### src/psx_io_cfg.svh
`ifndef PSX_IO_CFG_SVH
`define PSX_IO_CFG_SVH

// memory control 1 bank, nine consecutive words
`define PSX_MEM_CTRL_1_ADDR   32'h1F80_1000
`define PSX_MEM_CTRL_1_COUNT  9

// memory control 2
`define PSX_RAM_SIZE_ADDR     32'h1F80_1060

// interrupt controller
`define PSX_I_STAT_ADDR       32'h1F80_1070
`define PSX_I_MASK_ADDR       32'h1F80_1074

// gpu ports, read side is GPUREAD / GPUSTAT
`define PSX_GPU_GP0_ADDR      32'h1F80_1810
`define PSX_GPU_GP1_ADDR      32'h1F80_1814

// memory control 1 reset words
`define PSX_MEM_CTRL_1_RST_0  32'h1F00_0000 // exp 1 base
`define PSX_MEM_CTRL_1_RST_1  32'h1F80_2000 // exp 2 base
`define PSX_MEM_CTRL_1_RST_2  32'h0013_243F // exp 1 delay/size
`define PSX_MEM_CTRL_1_RST_3  32'h0000_3022 // exp 3 delay/size
`define PSX_MEM_CTRL_1_RST_4  32'h0013_243F // bios rom delay/size
`define PSX_MEM_CTRL_1_RST_5  32'h2009_31E1 // spu delay/size
`define PSX_MEM_CTRL_1_RST_6  32'h0002_0843 // cdrom delay/size
`define PSX_MEM_CTRL_1_RST_7  32'h0007_0777 // exp 2 delay/size
`define PSX_MEM_CTRL_1_RST_8  32'h0003_1125 // common delay

// ram size register
`define PSX_RAM_SIZE_RST      32'h0000_0B88

// interrupt sources
`define PSX_IRQ_COUNT         11

`endif

### src/psx_io_pkg.sv
`include "psx_io_cfg.svh"

package psx_io_pkg;

   typedef logic [31:0] word_t;  // bus data word
   typedef logic [31:0] addr_t;  // bus address
   typedef logic [3:0]  ben_t;   // bit n enables byte n

   // vblank, gpu, cdrom, dma, timer0..2, ctrl/memcard, sio, spu, lightpen
   typedef logic [`PSX_IRQ_COUNT-1:0] irq_vec_t;

   // 0..8 bank registers, 9 ram size
   typedef logic [3:0] memctl_idx_t;

   // one-hot bus controller states
   typedef enum logic [4:0] {
      ST_IDLE  = 5'b00001,
      ST_READ  = 5'b00010,
      ST_LATCH = 5'b00100,
      ST_WRITE = 5'b01000,
      ST_WAIT  = 5'b10000
   } bus_state_t;

endpackage

### src/io_addr_decode.sv
`timescale 1ns/1ps

`include "psx_io_cfg.svh"

module io_addr_decode (
   input  psx_io_pkg::addr_t       addr_i,
   output logic                    memctl_sel_o,
   output psx_io_pkg::memctl_idx_t memctl_idx_o,
   output logic                    irq_sel_o,
   output logic                    irq_is_mask_o,
   output logic                    gp0_sel_o,
   output logic                    gp1_sel_o
);

   import psx_io_pkg::*;

   localparam addr_t       BANK_BASE    = `PSX_MEM_CTRL_1_ADDR;
   localparam memctl_idx_t RAM_SIZE_IDX = memctl_idx_t'(`PSX_MEM_CTRL_1_COUNT);

   logic is_stat;
   logic is_mask;

   // memory control bank and ram size share one index space
   always_comb begin
      memctl_sel_o = 1'b0;
      memctl_idx_o = '0;
      for (int i = 0; i < `PSX_MEM_CTRL_1_COUNT; i++) begin
         if (addr_i == BANK_BASE + addr_t'(4 * i)) begin
            memctl_sel_o = 1'b1;
            memctl_idx_o = memctl_idx_t'(i);
         end
      end
      if (addr_i == `PSX_RAM_SIZE_ADDR) begin
         memctl_sel_o = 1'b1;
         memctl_idx_o = RAM_SIZE_IDX; // sits right after the bank
      end
   end

   assign is_stat = (addr_i == `PSX_I_STAT_ADDR);
   assign is_mask = (addr_i == `PSX_I_MASK_ADDR);

   assign irq_sel_o     = is_stat | is_mask;
   assign irq_is_mask_o = is_mask; // low means status

   // each gpu address serves a write port and a read port
   assign gp0_sel_o = (addr_i == `PSX_GPU_GP0_ADDR); // gp0 / gpuread
   assign gp1_sel_o = (addr_i == `PSX_GPU_GP1_ADDR); // gp1 / gpustat

endmodule

### src/io_bus_fsm.sv
`timescale 1ns/1ps

module io_bus_fsm (
   input  logic              clk,
   input  logic              rst,
   input  logic              ren_i,
   input  logic              wen_i,
   input  psx_io_pkg::word_t data_i,
   input  logic              memctl_sel_i,
   input  logic              irq_sel_i,
   input  logic              gp0_sel_i,
   input  logic              gp1_sel_i,
   input  psx_io_pkg::word_t memctl_rdata_i,
   input  psx_io_pkg::word_t irq_rdata_i,
   input  psx_io_pkg::word_t gpu_read_i,
   input  psx_io_pkg::word_t gpu_stat_i,
   input  logic              gpu_rdy_i,
   input  logic              gpu_fifo_full_i,
   output logic              ack_o,
   output psx_io_pkg::word_t data_o,
   output logic              memctl_we_o,
   output logic              irq_we_o,
   output logic              to_gp0_o,
   output logic              to_gp1_o,
   output psx_io_pkg::word_t gp0_o,
   output psx_io_pkg::word_t gp1_o,
   output logic              gpu_ren_o
);

   import psx_io_pkg::*;

   bus_state_t state_q;
   bus_state_t state_d;
   word_t      rd_mux;
   word_t      data_q;

   always_ff @(posedge clk or posedge rst) begin
      if (rst) begin
         state_q <= ST_IDLE;
      end else begin
         state_q <= state_d;
      end
   end

   always_comb begin
      state_d     = state_q;
      ack_o       = 1'b0;
      memctl_we_o = 1'b0;
      irq_we_o    = 1'b0;
      to_gp0_o    = 1'b0;
      to_gp1_o    = 1'b0;
      gpu_ren_o   = 1'b0;

      case (state_q)
         ST_IDLE: begin
            if (ren_i) begin // read has priority
               state_d = ST_READ;
            end else if (wen_i) begin
               state_d = ST_WRITE;
            end
         end

         ST_READ: begin
            state_d = ST_LATCH; // one cycle step
         end

         ST_LATCH: begin
            // GPUREAD holds off until the gpu has a word
            if (!(gp0_sel_i && !gpu_rdy_i)) begin
               ack_o     = 1'b1;
               gpu_ren_o = gp0_sel_i;
               state_d   = ST_WAIT;
            end
         end

         ST_WRITE: begin
            // gp0 stalls on a full fifo, everything else goes through
            if (!(gp0_sel_i && gpu_fifo_full_i)) begin
               ack_o       = 1'b1;
               memctl_we_o = memctl_sel_i;
               irq_we_o    = irq_sel_i;
               to_gp0_o    = gp0_sel_i;
               to_gp1_o    = gp1_sel_i;
               state_d     = ST_WAIT; // unmapped just acks
            end
         end

         ST_WAIT: begin
            ack_o = 1'b1;
            if (!ren_i && !wen_i) begin // master dropped request
               state_d = ST_IDLE;
            end
         end

         default: begin
            state_d = ST_IDLE;
         end
      endcase
   end

   // data only valid with its strobe
   assign gp0_o = to_gp0_o ? data_i : '0;
   assign gp1_o = to_gp1_o ? data_i : '0;

   always_comb begin
      if (memctl_sel_i) begin
         rd_mux = memctl_rdata_i;
      end else if (irq_sel_i) begin
         rd_mux = irq_rdata_i;
      end else if (gp0_sel_i) begin
         rd_mux = gpu_read_i;
      end else if (gp1_sel_i) begin
         rd_mux = gpu_stat_i;
      end else begin
         rd_mux = '0; // unmapped reads as zero
      end
   end

   // loaded on the edge that leaves latch
   always_ff @(posedge clk or posedge rst) begin
      if (rst) begin
         data_q <= '0;
      end else if (state_q == ST_LATCH && ack_o) begin
         data_q <= rd_mux;
      end
   end

   assign data_o = data_q;

endmodule

### src/mem_ctrl_regs.sv
`timescale 1ns/1ps

`include "psx_io_cfg.svh"

module mem_ctrl_regs (
   input  logic                    clk,
   input  logic                    rst,
   input  logic                    we_i,
   input  psx_io_pkg::memctl_idx_t idx_i,
   input  psx_io_pkg::word_t       data_i,
   input  psx_io_pkg::ben_t        ben_i,
   output psx_io_pkg::word_t       rdata_o
);

   import psx_io_pkg::*;

   localparam int NUM_REGS = `PSX_MEM_CTRL_1_COUNT + 1; // bank plus ram size

   localparam word_t RST_VAL [NUM_REGS] = '{
      `PSX_MEM_CTRL_1_RST_0,
      `PSX_MEM_CTRL_1_RST_1,
      `PSX_MEM_CTRL_1_RST_2,
      `PSX_MEM_CTRL_1_RST_3,
      `PSX_MEM_CTRL_1_RST_4,
      `PSX_MEM_CTRL_1_RST_5,
      `PSX_MEM_CTRL_1_RST_6,
      `PSX_MEM_CTRL_1_RST_7,
      `PSX_MEM_CTRL_1_RST_8,
      `PSX_RAM_SIZE_RST
   };

   word_t regs_q [NUM_REGS];

   always_ff @(posedge clk or posedge rst) begin
      if (rst) begin
         for (int i = 0; i < NUM_REGS; i++) begin
            regs_q[i] <= RST_VAL[i];
         end
      end else if (we_i) begin
         for (int b = 0; b < 4; b++) begin
            if (ben_i[b]) begin
               regs_q[idx_i][8*b +: 8] <= data_i[8*b +: 8]; // enabled byte only
            end
         end
      end
   end

   // read-back of the indexed word
   assign rdata_o = regs_q[idx_i];

endmodule

### src/irq_ctrl.sv
`timescale 1ns/1ps

module irq_ctrl (
   input  logic                 clk,
   input  logic                 rst,
   input  logic                 we_i,
   input  logic                 is_mask_i,
   input  psx_io_pkg::word_t    data_i,
   input  psx_io_pkg::ben_t     ben_i,
   input  psx_io_pkg::irq_vec_t irq_src_i,
   output psx_io_pkg::word_t    rdata_o,
   output psx_io_pkg::irq_vec_t stat_o,
   output logic                 irq_o
);

   import psx_io_pkg::*;

   localparam int N = $bits(irq_vec_t);

   irq_vec_t src_q;   // previous source sample
   irq_vec_t stat_q;
   irq_vec_t mask_q;
   irq_vec_t rise;
   irq_vec_t bit_en;  // byte enables spread per bit
   irq_vec_t ack_clr;

   always_comb begin
      for (int i = 0; i < N; i++) begin
         bit_en[i] = ben_i[i / 8];
      end
   end

   assign rise = irq_src_i & ~src_q;

   // writing 0 acknowledges the bit
   assign ack_clr = (we_i && !is_mask_i) ? (bit_en & ~data_i[N-1:0]) : '0;

   always_ff @(posedge clk or posedge rst) begin
      if (rst) begin
         src_q  <= '0;
         stat_q <= '0;
         mask_q <= '0;
      end else begin
         src_q  <= irq_src_i;
         stat_q <= (stat_q & ~ack_clr) | rise; // new edge beats ack
         if (we_i && is_mask_i) begin
            mask_q <= (mask_q & ~bit_en) | (data_i[N-1:0] & bit_en);
         end
      end
   end

   assign stat_o = stat_q;
   assign irq_o  = |(stat_q & mask_q);

   assign rdata_o = is_mask_i ? word_t'(mask_q) : word_t'(stat_q); // zero extended

endmodule

### src/psx_io_top.sv
`timescale 1ns/1ps

module psx_io_top (
   input  logic                 clk,
   input  logic                 rst,
   input  psx_io_pkg::addr_t    addr_i,
   input  psx_io_pkg::word_t    data_i,
   input  psx_io_pkg::ben_t     ben_i,
   input  logic                 ren_i,
   input  logic                 wen_i,
   input  logic                 gpu_rdy_i,
   input  logic                 gpu_fifo_full_i,
   input  psx_io_pkg::word_t    gpu_stat_i,
   input  psx_io_pkg::word_t    gpu_read_i,
   input  psx_io_pkg::irq_vec_t irq_src_i,
   output logic                 ack_o,
   output psx_io_pkg::word_t    data_o,
   output logic                 to_gp0_o,
   output logic                 to_gp1_o,
   output psx_io_pkg::word_t    gp0_o,
   output psx_io_pkg::word_t    gp1_o,
   output logic                 gpu_ren_o,
   output psx_io_pkg::irq_vec_t interrupts_o,
   output logic                 irq_o
);

   import psx_io_pkg::*;

   logic        memctl_sel;
   memctl_idx_t memctl_idx;
   logic        irq_sel;
   logic        irq_is_mask;
   logic        gp0_sel;
   logic        gp1_sel;
   logic        memctl_we;
   logic        irq_we;
   word_t       memctl_rdata;
   word_t       irq_rdata;

   io_addr_decode u_decode (
      .addr_i        (addr_i),
      .memctl_sel_o  (memctl_sel),
      .memctl_idx_o  (memctl_idx),
      .irq_sel_o     (irq_sel),
      .irq_is_mask_o (irq_is_mask),
      .gp0_sel_o     (gp0_sel),
      .gp1_sel_o     (gp1_sel)
   );

   io_bus_fsm u_fsm (
      .clk             (clk),
      .rst             (rst),
      .ren_i           (ren_i),
      .wen_i           (wen_i),
      .data_i          (data_i),
      .memctl_sel_i    (memctl_sel),
      .irq_sel_i       (irq_sel),
      .gp0_sel_i       (gp0_sel),
      .gp1_sel_i       (gp1_sel),
      .memctl_rdata_i  (memctl_rdata),
      .irq_rdata_i     (irq_rdata),
      .gpu_read_i      (gpu_read_i),
      .gpu_stat_i      (gpu_stat_i),
      .gpu_rdy_i       (gpu_rdy_i),
      .gpu_fifo_full_i (gpu_fifo_full_i),
      .ack_o           (ack_o),
      .data_o          (data_o),
      .memctl_we_o     (memctl_we),
      .irq_we_o        (irq_we),
      .to_gp0_o        (to_gp0_o),
      .to_gp1_o        (to_gp1_o),
      .gp0_o           (gp0_o),
      .gp1_o           (gp1_o),
      .gpu_ren_o       (gpu_ren_o)
   );

   mem_ctrl_regs u_memctl (
      .clk     (clk),
      .rst     (rst),
      .we_i    (memctl_we),
      .idx_i   (memctl_idx),
      .data_i  (data_i),
      .ben_i   (ben_i),
      .rdata_o (memctl_rdata)
   );

   irq_ctrl u_irq (
      .clk       (clk),
      .rst       (rst),
      .we_i      (irq_we),
      .is_mask_i (irq_is_mask),
      .data_i    (data_i),
      .ben_i     (ben_i),
      .irq_src_i (irq_src_i),
      .rdata_o   (irq_rdata),
      .stat_o    (interrupts_o),
      .irq_o     (irq_o)
   );

endmodule

### config.mk
export PLATFORM = sky130hd
export DESIGN_NAME = psx_io_top
export DESIGN_NICKNAME = d
export VERILOG_FILES = /design/src/psx_io_pkg.sv /design/src/io_addr_decode.sv /design/src/io_bus_fsm.sv /design/src/mem_ctrl_regs.sv /design/src/irq_ctrl.sv /design/src/psx_io_top.sv
export VERILOG_INCLUDE_DIRS = /design/src
export SDC_FILE = /design/constraint.sdc
export NUM_CORES = 1
export LEC_CHECK = 0
export BUFFER_PORTS_ARGS = -buffer_cell sky130_fd_sc_hd__clkbuf_2
export CAP_MARGIN = 20
export CORE_AREA = 2 2 202 204
export DETAILED_ROUTE_END_ITERATION = 7
export DIE_AREA = 0 0 204 206
export PLACE_DENSITY_LB_ADDON = 0.1
export RECOVER_POWER = 100
export SKIP_CTS_REPAIR_TIMING = 1
export SLEW_MARGIN = 20
export SYNTH_ARGS = -nofsm -noshare
export SYNTH_HDL_FRONTEND = slang
export SYNTH_HIERARCHICAL = 1
export SYNTH_SLANG_ARGS = --single-unit
### constraint.sdc
create_clock -name clk -period 19.29 [get_ports clk]
set_clock_uncertainty 0.1 [all_clocks]
set_input_delay 3.858 -clock clk [delete_from_list [all_inputs] [get_ports clk]]
set_output_delay 3.858 -clock clk [all_outputs]
set_load 0.01 [all_outputs]
Word-level counts from Yosys, hierarchy flattened
Index checks and enable logic that the tools add are counted.
- output and inout bits: 112
- bits in registers: 390
- mux-type cells: 68
- equal/unequal tests: 23
- bitwise operators: 14
- reductions and logical operators: 13
- $lt $le $gt $ge: 2
- operator list (cell ; number):
    $mux 320 ; 7
    $bwmux 320 ; 4
    $demux 32 s4 ; 4
    $eq 32x29->1 const B ; 14
    $mux 32 ; 9
    $bmux 32 s4 ; 1
    $and 11x11->11 ; 6
    $not 11->11 ; 4
    $mux 5 ; 5
    $pmux 5 s5 ; 1
    $mux 24 ; 1
    $mux 1 ; 23
    $mux 11 ; 2
    $or 11x11->11 ; 2
    $mux 16 ; 1
    $mux 3 ; 4
    $reduce_or 11->1 ; 1
    $mux 4 ; 2
    $mux 8 ; 1
    $logic_and 1x1->1 ; 7
    $eq 5x1->1 const B ; 1
    $eq 5x2->1 const B ; 1
    $eq 5x3->1 const B ; 1
    $eq 5x4->1 const B ; 1
    other kinds (12) ; 17

Logic depth before layout (Yosys ltp)
- word-level depth: 26
- gate-level depth with buffers: 12
- depth with buffers taken out: 8

By module
Netlist, hierarchy kept.
- by module, submodules not included (module ; cells each ; times used ; area an instance (um^2)):
    mem_ctrl_regs ; 977 ; 1 ; 14985.6
    io_bus_fsm ; 366 ; 1 ; 2891.5
    irq_ctrl ; 123 ; 1 ; 1487.7
    io_addr_decode ; 33 ; 1 ; 265.3

Least setup slack after synthesis
No wires, ideal clock.
- kind: input -> output
- start: input port addr_i[17]
- end: output port gp1_o[22]
- setup slack: 9.844 ns
- data arrival time: 5.488 ns
- stages on the path: 8
- cell sequence: nor4b_4 nand4_4 nor4_2 buf_2 nand2_1 and3_4 buf_6 and2_1
- longest elaborated chain between the ends: 5
- elaborated cells on any way between the ends: 6
- those cells by class: 2 x eq/ne; 3 x mux; 1 x reduce/logical
- ends and longest elaborated chain (element ; line ; source):
    start, declared ; psx_io_top.sv:6 ; input psx_io_pkg::addr_t addr_i,
    $eq 32x29->1 (no line) ; n/a ;
    net gp0_sel ; psx_io_top.sv:33 ; logic gp0_sel;
    $logic_and 1x1->1 ; io_bus_fsm.sv:78 ; if (!(gp0_sel_i && gpu_fifo_full_i)) begin
    $mux 1 ; io_bus_fsm.sv:78 ;
    $mux 1 ; io_bus_fsm.sv:54 ; case (state_q)
    net to_gp1_o ; psx_io_top.sv:19 ; output logic to_gp1_o,
    $mux 32 ; io_bus_fsm.sv:103 ; assign gp1_o = to_gp1_o ? data_i : '0;
    end, declared ; psx_io_top.sv:21 ; output psx_io_pkg::word_t gp1_o,
The timed path passes the listed nets, and every way through them passes these cells.

Final worst setup path
- start: input port addr_i[21]
- end: output port gp0_o[25]
- longest elaborated chain between the ends: 5
- ends and longest elaborated chain (element ; line ; source):
    $eq 32x29->1 (no line) (*) ; n/a ;
    net gp0_sel ; psx_io_top.sv:33 ;
    $logic_and 1x1->1 ; io_bus_fsm.sv:78 ;
    $mux 1 (*) ; io_bus_fsm.sv:78 ;
    $mux 1 (*) ; io_bus_fsm.sv:54 ;
    $mux 32 (*) ; io_bus_fsm.sv:102 ; assign gp0_o = to_gp0_o ? data_i : '0;
    end, declared ; psx_io_top.sv:20 ; output psx_io_pkg::word_t gp0_o,
Mark *: on every way through the listed nets, which the timed path passes. The rest lies on a longest branch.

==> impl_metrics.yaml <==
clock_network:
  numCtsBuffers: 42
  h-tree-depth: 2
  root_buffer: "clkbuf_16"
  clock_sinks: 390
  cts_tree: "yes"
  clk_pin_slew_worst_paths_ps: 60
  insertion_delay_ps: 540
  cts_buffer_depth: 3
hold_path:
  hp-start: "u_irq/src_q[9]$_DFF_PP0_"
  min_to: "u_irq/stat_o[9]$_DFF_PP0_"
  worstHoldPathCells: 1
  hold_path_class: "reg -> reg"
timing:
  max_clock_freq_ghz: 0.0753
  rsz0062_at_grt: "false"
  tns_ps: 0
  finalSetupViolCount: 0
  drv_slew: 435
  worst_pin_slew_ps: 4720
  max_slew_margin_pct: -217
  hold_viol: 0
  fin_crit_ps: 13290
  post-route-period-util_pct: 68.9
power_and_ir_drop:
  ir_worst_vdd_mv: 0.0582
  power.density_mw_per_mm2: 84.1
  power.internal_uw: 1410
  seqPwrFrac_pct: 47.4
  p_clk_share_pct: 44.6
  switchingPower_uw: 446
  p_leak_uw: 0.00986
  sw_frac_of_total_pct: 24.0
  power_uw: 1860
  p_comb_share_pct: 8.1
synthesis:
  avgSynthCellArea_sq_um: 13.1
  ys.flop_type: "dfrtp_1"
  async_flop_share_pct: 100
  synthCells: 1499
  synth_warnings: 6
  seq_area_frac_synth_pct: 50.2
  synth_edf_count: 0
  ys_ff_latch: 390
  netlist.top_cell.by_area: "dfrtp_1"
  synth_area_leaders: "dfrtp_1, mux2_2, dfstp_2, mux4_2, mux2i_1"
  yosysUniqueCellTypes: 60
  synth_top_area_share_pct: 39.8
  mappedNetlistArea_sq_mm: 0.0196
finish:
  drive_gt1_share_pct: 42.5
  area_delta_synth_final_pct: 12.4
  stdcell_area_sq_mm: 0.0221
  final_util_pct: 54.9
  diodes: 0
  fin_nets: 1854
floorplan:
  dieWidth_microns: 204
  num_io_pins: 261
  placeableCoreArea_sq_mm: 0.0402
  fp.dieH_microns: 206
  die_area_sq_mm: 0.0420
  row_count: 74
  initial_core_util_pct: 48.9
drt:
  highest_layer: "met5"
  wl_per_cell_microns: 22.2
  vias_per_cell: 5.70
  wl_met3_mm: 2.76
  vias: 12900
  first_iter_violations: 758
  drcViolationCount: 0
  dr.pass1.iters: 5
  antenna_left: 0
  routed_wirelength_mm: 50.4
  met1_length_mm: 23.1
  met2_length_mm: 23.5
status:
  status: "finished with violations"
  failed_checks: "max-capacitance violations, max-slew violations"
place:
  port_buffers: 260
  place_hpwl_mm: 34.1
  placed_area_sq_mm: 0.0211
  routabilityCongestion: 0.849
global_route:
  grt_use_total_pct: 23.8
  grt_pass1_vias: 12900
  antenna_found_initial: 2
  grt_max_degree: 108
  grt.overflow.total: 0
  grt_first_pass_wirelength_mm: 76.8
critical_path:
  start_kind: "input pin"
  crit_required_ps: 15330
  reg2reg_depth: 6
  reg2reg_slack_ps: 15390
  timing.rr.start: "u_fsm/state_q[2]$_DFFE_PP0P_"
  path_max_fanout: 33
  end_kind: "output pin"
  r2r-end: "u_memctl/regs_q[243]$_DFFE_PP0P_"
  path_class: "in -> out"
  arrival_ps: 9330
flow_run:
  maxCapViolations: 10
## logic make-up (layout without fill, tap and decap cells)
| group | Yosys count | count (layout) | synth area share (%) |
|---|---|---|---|
| buffers and inverters | 184 | 404 | 4.70 |
| AO/OA/AOI/OAI | 196 | 196 | 7.51 |
| multiplexers | 470 | 470 | 28.5 |
| flip-flops | 390 | 390 | 50.2 |
| other | 1 | 21 | 0.0191 |
| AND/OR/NAND/NOR | 258 | 258 | 9.01 |
## sequential cells by signal, summed over array words and instances (netlist names), named ones only
register         flops
u_memctl/regs_q    320
u_fsm/state_q        5
u_fsm/data_o        32
u_irq/src_q         11
u_irq/stat_o        11
## worst max path at each step
stage | from | end | slack, ps | cells after the start
4_1_cts | addr_i[21] | gp0_o[18] | 8640 | 8
6_report | addr_i[21] | gp0_o[25] | 6000 | 8
3_5_place_dp | addr_i[21] | gp0_o[24] | 8650 | 8
5_1_grt | rst | u_memctl/regs_q[51]$_DFFE_PP0P_ | 4960 | 5
2_1_floorplan | rst | u_memctl/regs_q[0]$_DFFE_PP0P_ | 6600 | 1
3_3_place_gp | addr_i[21] | gp0_o[12] | 8700 | 8
## synthesized netlist by cell type, drive strengths merged (2+ instances only)
library cell	instances
nor2b	8
nand2b	6
nor4	8
nand4	2
nor4bb	3
nor3b	2
nor2	58
o21ai	26
and2	64
and4	2
mux4	32
mux2	374
a221o	32
o22ai	32
nand3b	3
nand4b	4
mux2i	64
nand2	57
or3b	2
a31oi	31
dfstp	78
nor3	15
a221oi	31
a22oi	5
nand3	10
and3b	2
buf	103
and3	4
inv	48
nor4b	3
a21oi	6
clkbuf	33
a211o	31
dfrtp	312
## power by group through the flow
stage               sequential, uW  combinational [uW]  clock [uW]
floorplan                      901                75.4           0
global placement               892                 157           0
detailed placement             893                 159           0
CTS                            879                 159         847
global route                   884                 168         879
finish                         879                 149         827
## cells in the final DEF, fill, tap and decap left out, types with 31 or more instances in the layout
| cell | n |
|---|---|
| a31oi_1 | 31 |
| inv_1 | 47 |
| a221o_1 | 32 |
| clkbuf_16 | 45 |
| a221oi_1 | 31 |
| a211o_1 | 31 |
| dfrtp_1 | 312 |
| mux4_2 | 32 |
| clkbuf_1 | 115 |
| and2_0 | 31 |
| dfstp_2 | 78 |
| and2_1 | 33 |
| o22ai_1 | 32 |
| clkbuf_2 | 169 |
| mux2_2 | 367 |
| mux2i_1 | 64 |
| nor2_1 | 57 |
| nand2_1 | 57 |
## metrics by stage
step	hold slack, ps	worst slack [ps]	std cells
final	321	6000	2271
after global routing	340	4960	2271
after CTS	322	8640	2270
after detailed placement	315	8650	2192
after global placement	309	8700	2192
after floorplan	300	6600	1519
## worst max-delay path, cell delays in order
cell	delay (ps)
clkbuf_2	80
nor4b_1	320
nand4_1	570
nor4_1	2110
clkbuf_1	720
and3b_1	1240
and2_1	250
clkbuf_1	150
## area by class of cell
type / count / area, sq um
Fill cell: 3479 / 18100
Tap cell: 532 / 666
Clock inverter: 8 / 119
Sequential cell: 390 / 9860
Timing Repair Buffer: 278 / 1310
Clock buffer: 70 / 1310
Multi-Input combinational cell: 945 / 8620
Inverter: 48 / 181
## per-layer routing
| metal | GRT usage (%) | vias up |
|---|---|---|
| met5 | 0 | - |
| met4 | 5.54 | 4 |
| met3 | 4.05 | 68 |
| met2 | 38.9 | 347 |
| met1 | 33.5 | 6641 |
| li1 | - | 5874 |
Power figures use the tool's default switching activity.
